[src/design/lsu_pkg.sv]
/* Load/store unit types and sizes */

`default_nettype none

package lsu_pkg;

    localparam int DATA_WIDTH      = 32;
    localparam int ADDR_WIDTH      = 32;
    localparam int TAG_WIDTH       = 6;
    localparam int BYTES_PER_WORD  = DATA_WIDTH / 8;

    // Direct-mapped cache geometry, one word per line
    localparam int DC_INDEX_WIDTH  = 4;
    localparam int DC_LINES        = 2 ** DC_INDEX_WIDTH;
    localparam int DC_OFFSET_WIDTH = 2;
    localparam int DC_TAG_WIDTH    = ADDR_WIDTH - DC_INDEX_WIDTH - DC_OFFSET_WIDTH;

    localparam int MHQ_DEPTH       = 4;
    localparam int MHQ_TAG_WIDTH   = 2;

    typedef enum logic [2:0] {
        LSU_FUNC_LB  = 3'b000,
        LSU_FUNC_LH  = 3'b001,
        LSU_FUNC_LW  = 3'b010,
        LSU_FUNC_LBU = 3'b011,
        LSU_FUNC_LHU = 3'b100,
        LSU_FUNC_SB  = 3'b101,
        LSU_FUNC_SH  = 3'b110,
        LSU_FUNC_SW  = 3'b111
    } lsu_func_e;

    typedef logic [BYTES_PER_WORD-1:0] byte_select_t;

    // One cache word, seen whole or byte by byte
    typedef union packed {
        logic [DATA_WIDTH-1:0]               word;
        logic [BYTES_PER_WORD-1:0][7:0]      bytes;
    } dc_word_u;

    // Operation as it arrives at the issue port
    typedef struct packed {
        lsu_func_e                func;
        logic [ADDR_WIDTH-1:0]    base;
        logic [ADDR_WIDTH-1:0]    offset;
        logic [DATA_WIDTH-1:0]    data;
        logic [TAG_WIDTH-1:0]     tag;
        logic                     retire;
    } lsu_issue_t;

    // Operation after address generation
    typedef struct packed {
        lsu_func_e                func;
        logic [ADDR_WIDTH-1:0]    addr;
        logic [DATA_WIDTH-1:0]    data;
        logic [TAG_WIDTH-1:0]     tag;
        logic                     retire;
    } lsu_op_t;

    typedef struct packed {
        logic [DATA_WIDTH-1:0]    data;
        logic [ADDR_WIDTH-1:0]    addr;
        logic [TAG_WIDTH-1:0]     tag;
    } wb_result_t;

    // MHQ entry, also the request shown to memory
    typedef struct packed {
        logic                     we;
        logic [ADDR_WIDTH-1:0]    addr;
        logic [DATA_WIDTH-1:0]    data;
        byte_select_t             byte_select;
    } mhq_req_t;

    typedef struct packed {
        logic                     en;
        logic [ADDR_WIDTH-1:0]    addr;
        logic [DATA_WIDTH-1:0]    data;
        byte_select_t             byte_select;
    } dc_write_t;

endpackage

`default_nettype wire

[src/design/lsu_agu.sv]
/* LSU address generation */

`timescale 1ns/10ps
`default_nettype none

module lsu_agu (
    input  logic                i_clk,
    input  logic                i_reset,

    // Issue port
    input  logic                i_valid,
    input  lsu_pkg::lsu_issue_t i_op,

    // To execute stage
    output logic                o_valid,
    output lsu_pkg::lsu_op_t    o_op
);

    logic [lsu_pkg::ADDR_WIDTH-1:0] eff_addr;

    assign eff_addr = i_op.base + i_op.offset;

    always_ff @(posedge i_clk) begin
        if (i_reset) begin
            o_valid <= 1'b0;
        end else begin
            o_valid <= i_valid;
        end
    end

    // Payload follows the strobe without reset
    always_ff @(posedge i_clk) begin
        o_op.func   <= i_op.func;
        o_op.addr   <= eff_addr;
        o_op.data   <= i_op.data;
        o_op.tag    <= i_op.tag;
        o_op.retire <= i_op.retire;
    end

endmodule

`default_nettype wire

[src/design/lsu_ex.sv]
/* LSU execute stage */

`timescale 1ns/10ps
`default_nettype none

module lsu_ex (
    // From address generation
    input  logic                                i_valid,
    input  lsu_pkg::lsu_op_t                    i_op,

    // D$ lookup and store write
    input  logic                                i_dc_hit,
    input  logic                                i_dc_busy,
    input  lsu_pkg::dc_word_u                   i_dc_data,
    output logic [lsu_pkg::ADDR_WIDTH-1:0]      o_dc_addr,
    output lsu_pkg::dc_write_t                  o_dc_write,

    // MHQ enqueue on a miss
    input  logic [lsu_pkg::MHQ_TAG_WIDTH-1:0]   i_mhq_enq_tag,
    output logic                                o_mhq_enq_en,
    output lsu_pkg::mhq_req_t                   o_mhq_enq,

    // To writeback stage
    output logic                                o_wb_valid,
    output lsu_pkg::wb_result_t                 o_wb,
    output logic                                o_lq_update_en,
    output logic [lsu_pkg::MHQ_TAG_WIDTH-1:0]   o_lq_update_mhq_tag
);

    logic                           is_store;
    logic                           dc_ready;
    logic                           cache_miss;
    lsu_pkg::byte_select_t          byte_select;
    logic [lsu_pkg::DATA_WIDTH-1:0] load_data;

    assign is_store   = i_op.func inside {lsu_pkg::LSU_FUNC_SB, lsu_pkg::LSU_FUNC_SH,
                                          lsu_pkg::LSU_FUNC_SW};
    assign dc_ready   = i_dc_hit && !i_dc_busy;
    // A busy cycle is neither hit nor miss, the op gets replayed
    assign cache_miss = i_valid && !i_dc_hit && !i_dc_busy;

    assign o_dc_addr  = i_op.addr;

    // Only retiring stores that hit touch the cache
    always_comb begin
        o_dc_write.en          = i_valid && is_store && i_op.retire && dc_ready;
        o_dc_write.addr        = i_op.addr;
        o_dc_write.data        = i_op.data;
        o_dc_write.byte_select = byte_select;
    end

    // Loads need a ready hit, stores report on their first pass
    assign o_wb_valid = i_valid && (is_store ? !i_op.retire : dc_ready);

    always_comb begin
        o_wb.data = load_data;
        o_wb.addr = i_op.addr;
        o_wb.tag  = i_op.tag;
    end

    assign o_lq_update_en      = cache_miss && !is_store;
    assign o_lq_update_mhq_tag = i_mhq_enq_tag;

    // Store misses go out only once retired
    assign o_mhq_enq_en = cache_miss && (!is_store || i_op.retire);

    always_comb begin
        o_mhq_enq.we          = is_store && i_op.retire;
        o_mhq_enq.addr        = i_op.addr;
        o_mhq_enq.data        = i_op.data;
        o_mhq_enq.byte_select = byte_select;
    end

    always_comb begin
        case (i_op.func)
            lsu_pkg::LSU_FUNC_SB: byte_select = 4'b0001;
            lsu_pkg::LSU_FUNC_SH: byte_select = 4'b0011;
            default:              byte_select = 4'b1111;
        endcase
    end

    // Sign extend LB/LH, zero extend LBU/LHU
    always_comb begin
        case (i_op.func)
            lsu_pkg::LSU_FUNC_LB:
                load_data = {{(lsu_pkg::DATA_WIDTH-8){i_dc_data.bytes[0][7]}},
                             i_dc_data.bytes[0]};
            lsu_pkg::LSU_FUNC_LH:
                load_data = {{(lsu_pkg::DATA_WIDTH-16){i_dc_data.bytes[1][7]}},
                             i_dc_data.bytes[1], i_dc_data.bytes[0]};
            lsu_pkg::LSU_FUNC_LBU:
                load_data = {{(lsu_pkg::DATA_WIDTH-8){1'b0}}, i_dc_data.bytes[0]};
            lsu_pkg::LSU_FUNC_LHU:
                load_data = {{(lsu_pkg::DATA_WIDTH-16){1'b0}},
                             i_dc_data.bytes[1], i_dc_data.bytes[0]};
            default:
                load_data = i_dc_data.word;
        endcase
    end

endmodule

`default_nettype wire

[src/design/lsu_dcache.sv]
/* Direct-mapped data cache */

`timescale 1ns/10ps
`default_nettype none

module lsu_dcache (
    input  logic                            i_clk,
    input  logic                            i_reset,

    // Lookup
    input  logic [lsu_pkg::ADDR_WIDTH-1:0]  i_addr,
    output logic                            o_hit,
    output logic                            o_busy,
    output lsu_pkg::dc_word_u               o_data,

    // Write ports
    input  lsu_pkg::dc_write_t              i_store,
    input  lsu_pkg::dc_write_t              i_fill
);

    logic [lsu_pkg::DC_LINES-1:0]       line_valid;
    logic [lsu_pkg::DC_TAG_WIDTH-1:0]   line_tag [lsu_pkg::DC_LINES];
    lsu_pkg::dc_word_u                  line_data [lsu_pkg::DC_LINES];

    logic [lsu_pkg::DC_INDEX_WIDTH-1:0] rd_index;
    logic [lsu_pkg::DC_TAG_WIDTH-1:0]   rd_tag;
    lsu_pkg::dc_write_t                 wr;
    logic [lsu_pkg::DC_INDEX_WIDTH-1:0] wr_index;
    logic [lsu_pkg::DC_TAG_WIDTH-1:0]   fill_tag;

    assign rd_index = i_addr[lsu_pkg::DC_OFFSET_WIDTH +: lsu_pkg::DC_INDEX_WIDTH];
    assign rd_tag   = i_addr[lsu_pkg::ADDR_WIDTH-1 -: lsu_pkg::DC_TAG_WIDTH];

    // Combinational read
    assign o_hit  = line_valid[rd_index] && (line_tag[rd_index] == rd_tag);
    assign o_data = line_data[rd_index];
    assign o_busy = i_fill.en;

    // Fill wins the single write port
    assign wr       = i_fill.en ? i_fill : i_store;
    assign wr_index = wr.addr[lsu_pkg::DC_OFFSET_WIDTH +: lsu_pkg::DC_INDEX_WIDTH];
    assign fill_tag = i_fill.addr[lsu_pkg::ADDR_WIDTH-1 -: lsu_pkg::DC_TAG_WIDTH];

    always_ff @(posedge i_clk) begin
        if (i_reset) begin
            line_valid <= '0;
        end else if (i_fill.en) begin
            line_valid[wr_index] <= 1'b1;
        end
    end

    always_ff @(posedge i_clk) begin
        if (i_fill.en) begin
            line_tag[wr_index] <= fill_tag;
        end
    end

    // Fills carry a full byte select, stores only their own bytes
    always_ff @(posedge i_clk) begin
        if (wr.en) begin
            for (int b = 0; b < lsu_pkg::BYTES_PER_WORD; b++) begin
                if (wr.byte_select[b]) begin
                    line_data[wr_index].bytes[b] <= wr.data[8*b +: 8];
                end
            end
        end
    end

endmodule

`default_nettype wire

[src/design/lsu_mhq.sv]
/* Miss handling queue */

`timescale 1ns/10ps
`default_nettype none

module lsu_mhq (
    input  logic                                i_clk,
    input  logic                                i_reset,

    // Enqueue from execute stage
    input  logic                                i_enq_en,
    input  lsu_pkg::mhq_req_t                   i_enq,
    output logic [lsu_pkg::MHQ_TAG_WIDTH-1:0]   o_enq_tag,
    output logic                                o_full,

    // Memory port
    output logic                                o_mem_req_valid,
    output lsu_pkg::mhq_req_t                   o_mem_req,
    input  logic                                i_mem_fill_valid,
    input  logic [lsu_pkg::DATA_WIDTH-1:0]      i_mem_fill_data,

    // Fill write into the cache
    output lsu_pkg::dc_write_t                  o_fill
);

    lsu_pkg::mhq_req_t                      entries [lsu_pkg::MHQ_DEPTH];
    logic [lsu_pkg::MHQ_TAG_WIDTH-1:0]      head;
    logic [lsu_pkg::MHQ_TAG_WIDTH-1:0]      tail;
    logic [lsu_pkg::MHQ_TAG_WIDTH:0]        count;
    logic                                   enq;
    logic                                   deq;
    lsu_pkg::dc_word_u                      fill_word;

    assign o_full          = count == (lsu_pkg::MHQ_TAG_WIDTH+1)'(lsu_pkg::MHQ_DEPTH);
    assign o_mem_req_valid = count != '0;
    assign o_mem_req       = entries[head];
    assign o_enq_tag       = tail;

    assign enq = i_enq_en && !o_full;
    assign deq = i_mem_fill_valid && o_mem_req_valid;

    // Store bytes override the returned line
    always_comb begin
        fill_word.word = i_mem_fill_data;
        if (o_mem_req.we) begin
            for (int b = 0; b < lsu_pkg::BYTES_PER_WORD; b++) begin
                if (o_mem_req.byte_select[b]) begin
                    fill_word.bytes[b] = o_mem_req.data[8*b +: 8];
                end
            end
        end
    end

    always_comb begin
        o_fill.en          = deq;
        o_fill.addr        = o_mem_req.addr;
        o_fill.data        = fill_word.word;
        o_fill.byte_select = '1;
    end

    always_ff @(posedge i_clk) begin
        if (i_reset) begin
            head  <= '0;
            tail  <= '0;
            count <= '0;
        end else begin
            if (enq) tail <= tail + 1'b1;
            if (deq) head <= head + 1'b1;
            case ({enq, deq})
                2'b10:   count <= count + 1'b1;
                2'b01:   count <= count - 1'b1;
                default: count <= count;
            endcase
        end
    end

    always_ff @(posedge i_clk) begin
        if (enq) begin
            entries[tail] <= i_enq;
        end
    end

endmodule

`default_nettype wire

[src/design/lsu_wb.sv]
/* LSU writeback register */

`timescale 1ns/10ps
`default_nettype none

module lsu_wb (
    input  logic                                i_clk,
    input  logic                                i_reset,

    input  logic                                i_wb_valid,
    input  lsu_pkg::wb_result_t                 i_wb,
    input  logic                                i_lq_update_en,
    input  logic [lsu_pkg::MHQ_TAG_WIDTH-1:0]   i_lq_update_mhq_tag,

    output logic                                o_wb_valid,
    output lsu_pkg::wb_result_t                 o_wb,
    output logic                                o_lq_update_valid,
    output logic [lsu_pkg::MHQ_TAG_WIDTH-1:0]   o_lq_update_mhq_tag
);

    always_ff @(posedge i_clk) begin
        if (i_reset) begin
            o_wb_valid        <= 1'b0;
            o_lq_update_valid <= 1'b0;
        end else begin
            o_wb_valid        <= i_wb_valid;
            o_lq_update_valid <= i_lq_update_en;
        end
    end

    always_ff @(posedge i_clk) begin
        o_wb                <= i_wb;
        o_lq_update_mhq_tag <= i_lq_update_mhq_tag;
    end

endmodule

`default_nettype wire

[src/design/lsu_top.sv]
/* Load/store unit top */

`timescale 1ns/10ps
`default_nettype none

module lsu_top (
    input  logic                                i_clk,
    input  logic                                i_reset,

    // Issue
    input  logic                                i_valid,
    input  lsu_pkg::lsu_issue_t                 i_op,

    // Writeback and load queue update
    output logic                                o_wb_valid,
    output lsu_pkg::wb_result_t                 o_wb,
    output logic                                o_lq_update_valid,
    output logic [lsu_pkg::MHQ_TAG_WIDTH-1:0]   o_lq_update_mhq_tag,
    output logic                                o_mhq_full,

    // Memory port
    output logic                                o_mem_req_valid,
    output lsu_pkg::mhq_req_t                   o_mem_req,
    input  logic                                i_mem_fill_valid,
    input  logic [lsu_pkg::DATA_WIDTH-1:0]      i_mem_fill_data
);

    logic                               agu_valid;
    lsu_pkg::lsu_op_t                   agu_op;
    logic [lsu_pkg::ADDR_WIDTH-1:0]     dc_addr;
    lsu_pkg::dc_write_t                 dc_store;
    lsu_pkg::dc_write_t                 dc_fill;
    logic                               dc_hit;
    logic                               dc_busy;
    lsu_pkg::dc_word_u                  dc_data;
    logic [lsu_pkg::MHQ_TAG_WIDTH-1:0]  mhq_enq_tag;
    logic                               mhq_enq_en;
    lsu_pkg::mhq_req_t                  mhq_enq;
    logic                               ex_wb_valid;
    lsu_pkg::wb_result_t                ex_wb;
    logic                               ex_lq_update_en;
    logic [lsu_pkg::MHQ_TAG_WIDTH-1:0]  ex_lq_update_mhq_tag;

    lsu_agu lsu_agu_inst (
        .i_clk   (i_clk),
        .i_reset (i_reset),
        .i_valid (i_valid),
        .i_op    (i_op),
        .o_valid (agu_valid),
        .o_op    (agu_op)
    );

    lsu_ex lsu_ex_inst (
        .i_valid             (agu_valid),
        .i_op                (agu_op),
        .i_dc_hit            (dc_hit),
        .i_dc_busy           (dc_busy),
        .i_dc_data           (dc_data),
        .o_dc_addr           (dc_addr),
        .o_dc_write          (dc_store),
        .i_mhq_enq_tag       (mhq_enq_tag),
        .o_mhq_enq_en        (mhq_enq_en),
        .o_mhq_enq           (mhq_enq),
        .o_wb_valid          (ex_wb_valid),
        .o_wb                (ex_wb),
        .o_lq_update_en      (ex_lq_update_en),
        .o_lq_update_mhq_tag (ex_lq_update_mhq_tag)
    );

    lsu_dcache lsu_dcache_inst (
        .i_clk   (i_clk),
        .i_reset (i_reset),
        .i_addr  (dc_addr),
        .o_hit   (dc_hit),
        .o_busy  (dc_busy),
        .o_data  (dc_data),
        .i_store (dc_store),
        .i_fill  (dc_fill)
    );

    lsu_mhq lsu_mhq_inst (
        .i_clk            (i_clk),
        .i_reset          (i_reset),
        .i_enq_en         (mhq_enq_en),
        .i_enq            (mhq_enq),
        .o_enq_tag        (mhq_enq_tag),
        .o_full           (o_mhq_full),
        .o_mem_req_valid  (o_mem_req_valid),
        .o_mem_req        (o_mem_req),
        .i_mem_fill_valid (i_mem_fill_valid),
        .i_mem_fill_data  (i_mem_fill_data),
        .o_fill           (dc_fill)
    );

    lsu_wb lsu_wb_inst (
        .i_clk               (i_clk),
        .i_reset             (i_reset),
        .i_wb_valid          (ex_wb_valid),
        .i_wb                (ex_wb),
        .i_lq_update_en      (ex_lq_update_en),
        .i_lq_update_mhq_tag (ex_lq_update_mhq_tag),
        .o_wb_valid          (o_wb_valid),
        .o_wb                (o_wb),
        .o_lq_update_valid   (o_lq_update_valid),
        .o_lq_update_mhq_tag (o_lq_update_mhq_tag)
    );

endmodule

`default_nettype wire

[config.mk]
export PLATFORM = sky130hd
export DESIGN_NAME = lsu_top
export DESIGN_NICKNAME = d
export VERILOG_FILES = /design/src/design/lsu_pkg.sv /design/src/design/lsu_agu.sv /design/src/design/lsu_ex.sv /design/src/design/lsu_dcache.sv /design/src/design/lsu_mhq.sv /design/src/design/lsu_wb.sv /design/src/design/lsu_top.sv
export SDC_FILE = /design/constraint.sdc
export NUM_CORES = 1
export LEC_CHECK = 0
export BUFFER_PORTS_ARGS = -buffer_cell sky130_fd_sc_hd__buf_4
export CAP_MARGIN = 20
export CORE_ASPECT_RATIO = 0.6
export CORE_MARGIN = 5
export CORE_UTILIZATION = 40
export DETAILED_ROUTE_END_ITERATION = 6
export GPL_TIMING_DRIVEN = 0
export PLACE_DENSITY = 0.69
export SLEW_MARGIN = 20
export SYNTH_ARGS = -nofsm -noshare
export SYNTH_HDL_FRONTEND = slang
export SYNTH_SLANG_ARGS = --single-unit
[constraint.sdc]
create_clock -name i_clk -period 4.6 [get_ports i_clk]
set_input_delay 0.92 -clock i_clk [delete_from_list [all_inputs] [get_ports i_clk]]
set_output_delay 0.92 -clock i_clk [all_outputs]
set_load 0.02 [all_outputs]
# Word-level counts from Yosys, hierarchy flattened
# Memory sizes are Yosys's and may differ from the RTL's. A register that Yosys moved wholly into a read port is not among the register bits.
# Index checks and enable logic that the tools add are counted.
dict set report totals {
  ff_bits 172
  out_inout_bits 145
  ram_bits 1204
  mem_count 3
}
# memory words word_bits rd rd_ports_with_merged_regs write_ports line_no
set mem_list {}
lappend mem_list {lsu_dcache_inst.line_data 16 32 1 1 1 lsu_dcache.sv:23} ;# lsu_pkg::dc_word_u line_data [lsu_pkg::DC_LINES];
lappend mem_list {lsu_dcache_inst.line_tag 16 26 1 1 1 lsu_dcache.sv:22} ;# logic [lsu_pkg::DC_TAG_WIDTH-1:0] line_tag [lsu_pkg::DC_LINES];
lappend mem_list {lsu_mhq_inst.entries 4 69 1 1 1 lsu_mhq.sv:26} ;# lsu_pkg::mhq_req_t entries [lsu_pkg::MHQ_DEPTH];
dict set report classes {
  n_addsub 5
  magnitude_cmp 3
  n_reduce_logical 24
  mux 32
  n_bitwise 1
  eq_ne 10
}
# operator count
set ops {}
lappend ops {{32-bit one-hot mux with 4 select lines} 1}
lappend ops {{69-bit 2-to-1 mux} 1}
lappend ops {{32-bit adder} 1}
lappend ops {{32-bit 2-to-1 mux} 1}
lappend ops {{8-bit 2-to-1 mux} 4}
lappend ops {{26-bit == test} 1}
lappend ops {{1-bit 2-to-1 mux} 19}
lappend ops {{16-bit OR} 1}
lappend ops {{3-bit == test (second input constant)} 5}
lappend ops {{1-bit logical AND} 14}
lappend ops {{4-bit by 5-bit < comparator with 1-bit output (second input constant)} 2}
lappend ops {{4-bit one-hot mux with 2 select lines} 1}
lappend ops {{3-bit one-hot mux with 2 select lines} 1}
lappend ops {{3-bit nonzero test} 2}
lappend ops {{1-bit zero test} 5}
lappend ops {{2-bit by 1-bit adder with 2-bit output (second input constant)} 2}
lappend ops {{1-bit binary-select mux with 4-bit select} 1}
lappend ops {{1-bit demux with 4-bit select} 1}
lappend ops {{4-bit by 1-bit >= comparator with 1-bit output (second input constant)} 1}
lappend ops {{2-bit 2-to-1 mux} 2}
lappend ops {{3-bit by 1-bit adder with 3-bit output (second input constant)} 1}
lappend ops {{3-bit by 1-bit == test with 1-bit output (second input constant)} 1}
lappend ops {{3-bit by 2-bit == test with 1-bit output (second input constant)} 1}
lappend ops {{3-bit zero test} 1}
lappend ops {{other kinds (5)} 5}

# Longest topological paths before layout
# Gate-level depths: netlist of run 1.
dict set report logic_depth {
  ltp_word 11
  mapped_depth 19
}

# Cells and area by module
# A second synthesis of run 1 with hierarchy kept.
dict set report unflattened {
  hier_cells 2855
  hier_area_um2 55106.6
}
# module cells_each seq_area_each_um2 instances area_each_um2
set by_module_without_submodules {}
lappend by_module_without_submodules {lsu_dcache 1696 28187.0 1 37219.4}
lappend by_module_without_submodules {lsu_mhq 489 8468.1 1 11248.3}
lappend by_module_without_submodules {lsu_agu 297 1501.4 1 3109.2}
lappend by_module_without_submodules {lsu_ex 297 0.0 1 2035.7}
lappend by_module_without_submodules {lsu_wb 76 1481.4 1 1493.9}

# Least setup slack after synthesis of run 1
# OpenSTA, ideal clock, no wires.
dict set report synth_timing {
  path_kind {reg2reg}
  startpoint {register lsu_agu_inst.o_op[41] (netlist name)}
  endpoint {memory lsu_mhq_inst.entries[1][10] (netlist name), enable pin}
  required_ns 4.168
  path_stages_with_launch 11
  arrival_time_ns 4.592
  path_slack_ns -0.424
  period_less_slack_ns 5.024
  setup_time_ns 0.432
  path_cell_list {dfxtp_1 clkbuf_1 buf_2 buf_2 mux4_2 mux4_2 xnor2_1 nand4_1 nor4_4 nor3_1 and2_1}
}
dict set report synth_via {
  elab_chain_cells 10
}
# item line_no
set synth_rtl {}
lappend synth_rtl {{start: declaration} lsu_agu.sv:16} ;# output lsu_pkg::lsu_op_t o_op
lappend synth_rtl {{1-bit binary-select mux with 4-bit select} lsu_dcache.sv:35} ;# assign o_hit = line_valid[rd_index] && (line_tag[rd_index] == rd_tag);
lappend synth_rtl {{1-bit 2-to-1 mux (not written as such)} lsu_dcache.sv:35}
lappend synth_rtl {{1-bit logical AND} lsu_dcache.sv:35}
lappend synth_rtl {{1-bit zero test} lsu_ex.sv:40} ;# assign cache_miss = i_valid && !i_dc_hit && !i_dc_busy;
lappend synth_rtl {{1-bit logical AND (2 in a row)} lsu_ex.sv:40}
lappend synth_rtl {{1-bit logical AND} lsu_ex.sv:65} ;# assign o_mhq_enq_en = cache_miss && (!is_store || i_op.retire);
lappend synth_rtl {{1-bit logical AND} lsu_mhq.sv:39} ;# assign enq = i_enq_en && !o_full;
lappend synth_rtl {{1-bit 2-to-1 mux} lsu_mhq.sv:78} ;# if (enq) begin
lappend synth_rtl {{1-bit 2-to-1 mux (not written as such)} lsu_mhq.sv:79} ;# entries[tail] <= i_enq;
lappend synth_rtl {{end: declaration} lsu_mhq.sv:26}
# No other way between the ends. The select of a mux whose other input is x is not followed.

# Worst setup path in the final report of run 1
dict set report layout_timing {
  startpoint {register lsu_agu_inst.o_op[41] (netlist name)}
  endpoint {register lsu_mhq_inst.count[2] (netlist name)}
}
dict set report layout_via {
  elab_chain_cells 10
  word_cells_on_any_way 12
  classes_between {eq/ne (2); mux (3); reduce/logical (7)}
}
# item line_no
set layout_rtl {}
lappend layout_rtl {{1-bit binary-select mux with 4-bit select (*)} lsu_dcache.sv:35}
lappend layout_rtl {{1-bit 2-to-1 mux (not written as such) (*)} lsu_dcache.sv:35}
lappend layout_rtl {{1-bit logical AND (*)} lsu_dcache.sv:35}
lappend layout_rtl {{1-bit zero test (*)} lsu_ex.sv:40}
lappend layout_rtl {{1-bit logical AND (*) (2 in a row)} lsu_ex.sv:40}
lappend layout_rtl {{1-bit logical AND (*)} lsu_ex.sv:65}
lappend layout_rtl {{1-bit logical AND (*)} lsu_mhq.sv:39}
lappend layout_rtl {{2-bit by 1-bit == test with 1-bit output or 2-bit == test (tied branches)} lsu_mhq.sv:69} ;# case ({enq, deq})
lappend layout_rtl {{3-bit one-hot mux with 2 select lines or 2-bit nonzero test (tied branches)} --}
lappend layout_rtl {{end signal: assignment} lsu_mhq.sv:70} ;# 2'b10: count <= count + 1'b1;
lappend layout_rtl {{end signal: assignment} lsu_mhq.sv:71} ;# 2'b01: count <= count - 1'b1;
lappend layout_rtl {{end signal: assignment} lsu_mhq.sv:72} ;# default: count <= count;
lappend layout_rtl {{end: declaration} lsu_mhq.sv:29} ;# logic [lsu_pkg::MHQ_TAG_WIDTH:0] count;
# Mark *: on every way between the ends. The rest lies on a longest branch, timed or not. The select of a mux whose other input is x is not followed.
# A chain may end at the register's enable or synchronous reset.

==> results of run 1 <==
cell families (layout without fill, tap and decap cells):
| kind of cell | after synthesis | in the layout | synth area share (%) |
|---|---|---|---|
| XOR/XNOR | 62 | 62 | 1.05 |
| adder cells (fa/ha/maj) | 38 | 38 | 0.946 |
| multiplexers | 410 | 410 | 16.3 |
| AO/OA/AOI/OAI | 159 | 159 | 1.81 |
| AND/OR/NAND/NOR | 286 | 286 | 2.55 |
| other | 1 | 2 | 0.00724 |
| buffers and inverters | 155 | 859 | 1.28 |
| flip-flops | 1370 | 1370 | 76.0 |
metrics by stage:
step	util [%]	power (W)
floorplan	-	0.0198
global placement	43.6	0.0228
detailed placement	44.8	0.0232
CTS	49.2	0.0339
global route	49.4	0.0351
finish	49.4	0.0339
cell type report:
class	instances	area, sq um	area share (%)
diodes	1	2.50	0.00393
clock buffers	142	3130	4.91
multi-input cells	956	12600	19.8
well taps	1716	2150	3.37
plain buffers	109	739	1.16
inverters	42	158	0.248
flip-flops and latches	1370	39400	61.9
clock inverters	83	920	1.44
repair buffers	483	4560	7.16
final timing paths:
path                                            start                    end  slack (ns)  cells past startpoint
worst min register to register   lsu_agu_inst.o_op[5]    lsu_wb_inst.o_wb[4]        0.33                      0
worst max register to register  lsu_agu_inst.o_op[41]  lsu_mhq_inst.count[2]        0.03                     17
worst max-delay path            lsu_agu_inst.o_op[41]  lsu_mhq_inst.count[2]        0.03                     17
worst min-delay path                          i_op[4]   lsu_agu_inst.o_op[4]        0.23                      1
report_power, final:
part	total (W)	internal [W]	switching, W
combinational	0.00808	0.00298	0.00509
sequential	0.0155	0.0151	0.000388
clock	0.0104	0.00569	0.00467
total	0.0339	0.0238	0.0101
per-layer routing:
metal / track usage [%] / up-vias / share of wire, %
met1: 32.8 / 14600 / 44
li1: - / 11300 / -
met4: 5.17 / 0 / 2.5
met3: 6.10 / 199 / 12
met5: 0 / - / 0
met2: 29.1 / 1701 / 42
worst max-delay path, stage by stage (launching register included):
cell	delay (ns)
dfxtp_4	0.42
buf_12	0.16
buf_12	0.14
mux4_2	0.53
mux4_2	0.49
xor2_1	0.17
nor4_2	0.35
nand4_1	0.41
nor4_4	0.37
buf_6	0.18
nor3_4	0.07
inv_2	0.08
ha_4	0.14
inv_2	0.04
fa_2	0.34
xor2_2	0.15
or3_1	0.30
a21oi_1	0.14
timing repair:
| action | 4_1_cts | 5_1_grt |
|---|---|---|
| pin swaps | 40 | 4 |
| gates resized for setup | 160 | 49 |
| endpoints found under the setup margin | 1371 | 778 |
| gates cloned | 2 | 0 |
| setup buffers | 84 | 6 |
placed cells by master (no fill, tap or decap), types with 8 or more instances in the layout:
cell | Yosys | layout
edfxtp_1 | 1196 | 1196
buf_4 | 9 | 408
mux4_2 | 349 | 349
dfxtp_1 | 174 | 170
clkbuf_16 | 0 | 120
nand2_1 | 81 | 80
nor2_1 | 98 | 77
mux2i_1 | 60 | 51
clkbuf_1 | 62 | 49
buf_12 | 0 | 47
o21ai_0 | 70 | 46
inv_1 | 42 | 40
nor3_4 | 0 | 38
ha_1 | 36 | 35
xor2_1 | 35 | 32
a21oi_1 | 39 | 30
buf_8 | 0 | 29
xnor2_1 | 27 | 27
clkinv_2 | 0 | 25
clkinv_1 | 0 | 24
clkbuf_2 | 0 | 22
buf_6 | 2 | 22
o21ai_1 | 0 | 22
nor2_4 | 0 | 20
bufinv_16 | 0 | 14
buf_2 | 25 | 12
nand2b_1 | 11 | 11
nor2b_1 | 10 | 10
a21oi_2 | 0 | 9
clkbuf_4 | 0 | 8
a21o_1 | 8 | 8
buf_16 | 0 | 8
registers in the layout, indices dropped and copies added, names as in the netlist, 2 cells and up, named ones only:
| name | flops |
|---|---|
| lsu_mhq_inst.entries | 268 |
| lsu_agu_inst.o_op | 74 |
| lsu_wb_inst.o_wb | 70 |
| lsu_dcache_inst.line_data | 512 |
| lsu_dcache_inst.line_valid | 16 |
| lsu_dcache_inst.line_tag | 416 |
| lsu_wb_inst.o_lq_update_mhq_tag | 2 |
| lsu_mhq_inst.head | 2 |
| lsu_mhq_inst.count | 3 |
| lsu_mhq_inst.o_enq_tag | 2 |
==> metrics, run 1 <==
DR pass1 iterations 7; type of origin of the critical path flop; CTS root buf clkbuf_16; num ports 287; worst-margin pin slew 1.30 ns; Crit Path Category reg2reg; DRC viols 0; routed wire length 145000 um; max_cap viols 0; Post-Synthesis Cell Area 51800 sq um; ys flop type edfxtp_1; Vias/cell 5.68; Die Footprint 137000 sq um; Pleak 21.5 nW; CTS tree done; fin cells 4902; CTS max path bufs 3; number of synthesized flops with an enable pin 1196; post-synthesis sequential area ratio 76.0%; number of I/O port buffers 285; Clock Skew 0.0812 ns; initial DRC count 3811; most frequent cells after synthesis edfxtp_1, mux4_2, dfxtp_1, nor2_1, nand2_1; Cell Area, Placed 57800 sq um; total negative setup slack 0 ns; vias in the first global route 27300; Starting Density 40.2%; Post-DRT Antenna Nets 0; Syn Inst Count 2481; H-tree depth 3; leading area contributor after synthesis edfxtp_1; detailed-route via count 27900; Core Footprint 129000 sq um; Final setup viols 0; Yosys top cell area share 69.3%; Async SR Flop Fraction 0%; #FFs+latches synth 1370; design area 63700 sq um; worst hold path class in2reg; Critical Path RT 5.28 ns; cell with the most instances after synthesis edfxtp_1; synth-to-layout area growth 22.9%; Peak VDD IR 371 uV; routability cong. 0.821; outcome completed; final hold vios 0; Slew Viols, Final 0; cts hold-fix bufs 0; Crit Path Max Fanout 5; unrepaired setup endpoints after global routing true; Setup Slack @ Placement -2.30 ns; Syn Nets 2661; hold_ws 0.234 ns; placed cell count 4588; P per Cell Area 533 nW/um^2; total CTS buffers 119; Cell variety after synth 54; first-pass GRT wire length 205000 um; gr usage total 21.1%; Final period util 99.4%; top cells by area, synth edfxtp_1, mux4_2, dfxtp_1; Rel. slew slack 13.3%; share of layout cells above drive strength 1 37.7%; arrival time worst endpoint 5.25 ns; fill count 10200; mean post-synth cell area 20.9 sq um; nets 3261; Final HPWL DP 101000 um; post-DR wirelength/cell 29.6 um; antenna violations before repair 2; PnR worst setup slack 0.0286 ns; fmax 0.219 GHz; grt ovf 0; crit end category flop; # rows 102; clk slew on worst S/H paths 0.07 ns; Tmin final 4.57 ns; worst skew pair latency 0.78 ns; Synth warnings 0; Die Y 289 um; # clock sinks 1370; largest net degree at the start of global routing 37; die width 475 um
No activity file was read; power rests on OpenSTA's default activity.
==> inputs of run 2 (changes only) <==
Settings changed: PLACE_DENSITY 0.69 to unset.
==> metrics, run 2 (synthesized netlist as in run 1, its figures left out) <==
DR pass1 iterations 7; gr usage total 20.5%; Pleak 21.4 nW; number of I/O port buffers 285; NetSw 0.00987 W; routability cong. 0.852; num ports 287; Clock Skew 0.0502 ns; Starting Density 40.2%; Setup Slack @ Placement -2.40 ns; Vias/cell 5.58; post-DR wirelength/cell 28.8 um; Post-DRT Antenna Nets 0; detailed-route via count 27300; fmax 0.217 GHz; Clk pwr share 31.7%; vias in the first global route 27300; CP endpoint lsu_dcache_inst.line_data[5][12]; hold_ws 0.256 ns; # rows 102; type of origin of the critical path flop; Slowest cell on crit path mux4_2; Crit Path Max Fanout 10; Rel. slew slack 20.8%; CTS tree done; Cell Area, Placed 57600 sq um; die width 475 um; clk slew on worst S/H paths 0.06 ns; Comb pwr share 22.6%; Final setup viols 7; first-pass GRT wire length 199000 um; Crit. Startpoint lsu_agu_inst.o_op[41]; switching portion of total power 29.2%; worst skew pair latency 0.76 ns; CTS root buf clkbuf_16; total CTS buffers 130; max reg flops 512; Die Footprint 137000 sq um; unrepaired setup endpoints after global routing true; gr busiest metal met1; design area 63200 sq um; routed wire length 141000 um; initial DRC count 3211; leading cell types in the layout, fill and taps excluded edfxtp_1, buf_4, mux4_2, dfxtp_1, clkbuf_16; PnR worst setup slack -0.0152 ns; # clock sinks 1370; Die Y 289 um; M2 GR Usage 29.2%; Slew Viols, Final 0; Max stage delay on crit path 0.54 ns; Int Pwr 0.0239 W; nets 3248; Crit Path Category reg2reg; Tmin final 4.62 ns; worst hold path class in2reg; worst-margin pin slew 1.19 ns; Worst Reg-to-Reg Cells 13; Core Footprint 129000 sq um; Final period util 100%; antenna violations before repair 2; Peak VDD IR 322 uV; r2r setup slk -0.02 ns; worst r2r dst lsu_dcache_inst.line_data[5][12]; Final HPWL DP 98300 um; grt met3 use 4.61%; grt ovf 0; Cell Chain, Critical Path buf_12 -> buf_6 -> mux4_2 -> mux4_2 -> xor2_2 -> nor4_4 -> nand4_1 -> nor4_4 -> buf_4 -> a31oi_1 -> clkbuf_1 -> nor3_2 -> buf_4; arrival time worst endpoint 5.06 ns; failing checks setup timing; max_cap viols 0; final hold vios 0; synth-to-layout area growth 21.9%; sequential power share 45.8%; P per Cell Area 535 nW/um^2; crit end category flop; CTS max path bufs 3; most common cell after layout, fill and taps aside edfxtp_1; total negative setup slack -0.0833 ns; largest net degree at the start of global routing 38; H-tree depth 4; share of layout cells above drive strength 1 37.1%; grt met1 use 31.8%; Critical Path RT 5.05 ns; outcome complete, but fails checks; source of the worst register-to-register timing path lsu_agu_inst.o_op[41]; DRC viols 0
run 2: changes by cell type in the layout (fill, tap and decap cells not counted), moves of 7 or more:
| cell | before | now |
|---|---|---|
| clkinv_1 | 24 | 16 |
| clkbuf_8 | 4 | 15 |
| clkinv_2 | 25 | 16 |
| nor3_4 | 38 | 28 |
| mux2i_4 | 7 | 0 |
| buf_12 | 47 | 21 |
| clkbuf_1 | 49 | 64 |
| clkbuf_16 | 120 | 132 |
| nor2_2 | 1 | 8 |
| mux2i_1 | 51 | 58 |
| nor3_2 | 7 | 17 |
run 2: power groups by stage:
| stage | Sequential (W) | Combinational, W | Clock (W) |
|---|---|---|---|
| floorplan | 0.0158 | 0.00398 | 0 |
| global placement | 0.0158 | 0.00681 | 0 |
| detailed placement | 0.0158 | 0.00727 | 0 |
| CTS | 0.0155 | 0.00759 | 0.0109 |
| global route | 0.0155 | 0.00812 | 0.0115 |
| finish | 0.0155 | 0.00763 | 0.0107 |
run 2: layout make-up:
cell class | instances | area (sq um)
Sequential cell | 1370 | 39400
Antenna cell | 1 | 2.50
Buffer | 110 | 826
Timing Repair Buffer | 454 | 3930
Tap cell | 1716 | 2150
Fill cell | 10400 | 65700
Clock inverter | 62 | 673
Clock buffer | 176 | 3570
Inverter | 42 | 158
Multi-Input combinational cell | 960 | 12500
run 2: worst min-delay path by stage:
stage / startpoint / endpoint / slack (ns) / cells past startpoint
5_1_grt: i_op[36] / lsu_agu_inst.o_op[36] / 0.22 / 1
3_5_place_dp: lsu_agu_inst.o_op[1] / lsu_wb_inst.o_wb[0] / 0.32 / 0
6_report: i_op[33] / lsu_agu_inst.o_op[33] / 0.26 / 1
4_1_cts: i_op[36] / lsu_agu_inst.o_op[36] / 0.20 / 1
3_3_place_gp: lsu_agu_inst.o_op[5] / lsu_wb_inst.o_wb[4] / 0.31 / 0
2_1_floorplan: lsu_agu_inst.o_op[1] / lsu_wb_inst.o_wb[0] / 0.31 / 0
run 2: metal layers:
metal	vias to the layer above	share of wire, %
li1	11300	-
met3	162	9.2
met1	14500	45
met2	1344	43
met4	0	2.3
met5	-	0
run 2: what timing repair did:
| item | CTS | global route |
|---|---|---|
| hold buffers | 0 | 0 |
| gates cloned | 4 | 0 |
| setup endpoints to repair | 1422 | 491 |
| hold endpoints to repair | 0 | 0 |
| pin swaps | 28 | 12 |
| resized for setup | 149 | 29 |
| buffers inserted | 62 | 16 |
run 2: through the flow:
step	std cells	power, W	util (%)
2_1_floorplan	2481	0.0198	-
3_3_place_gp	4482	0.0226	43.6
3_5_place_dp	4573	0.0230	44.7
4_1_cts	4876	0.0340	48.8
5_1_grt	4890	0.0351	49.0
6_report	4891	0.0338	49.0
run 2: critical path: cells and delay by family, from the launching register on:
kind / cells / cell delay, ns
AND/OR/NAND/NOR: 4 / 1.35
buffers and inverters: 5 / 1.14
multiplexers: 2 / 1.03
flip-flops: 1 / 0.44
XOR/XNOR: 1 / 0.18
AO/OA/AOI/OAI: 1 / 0.15
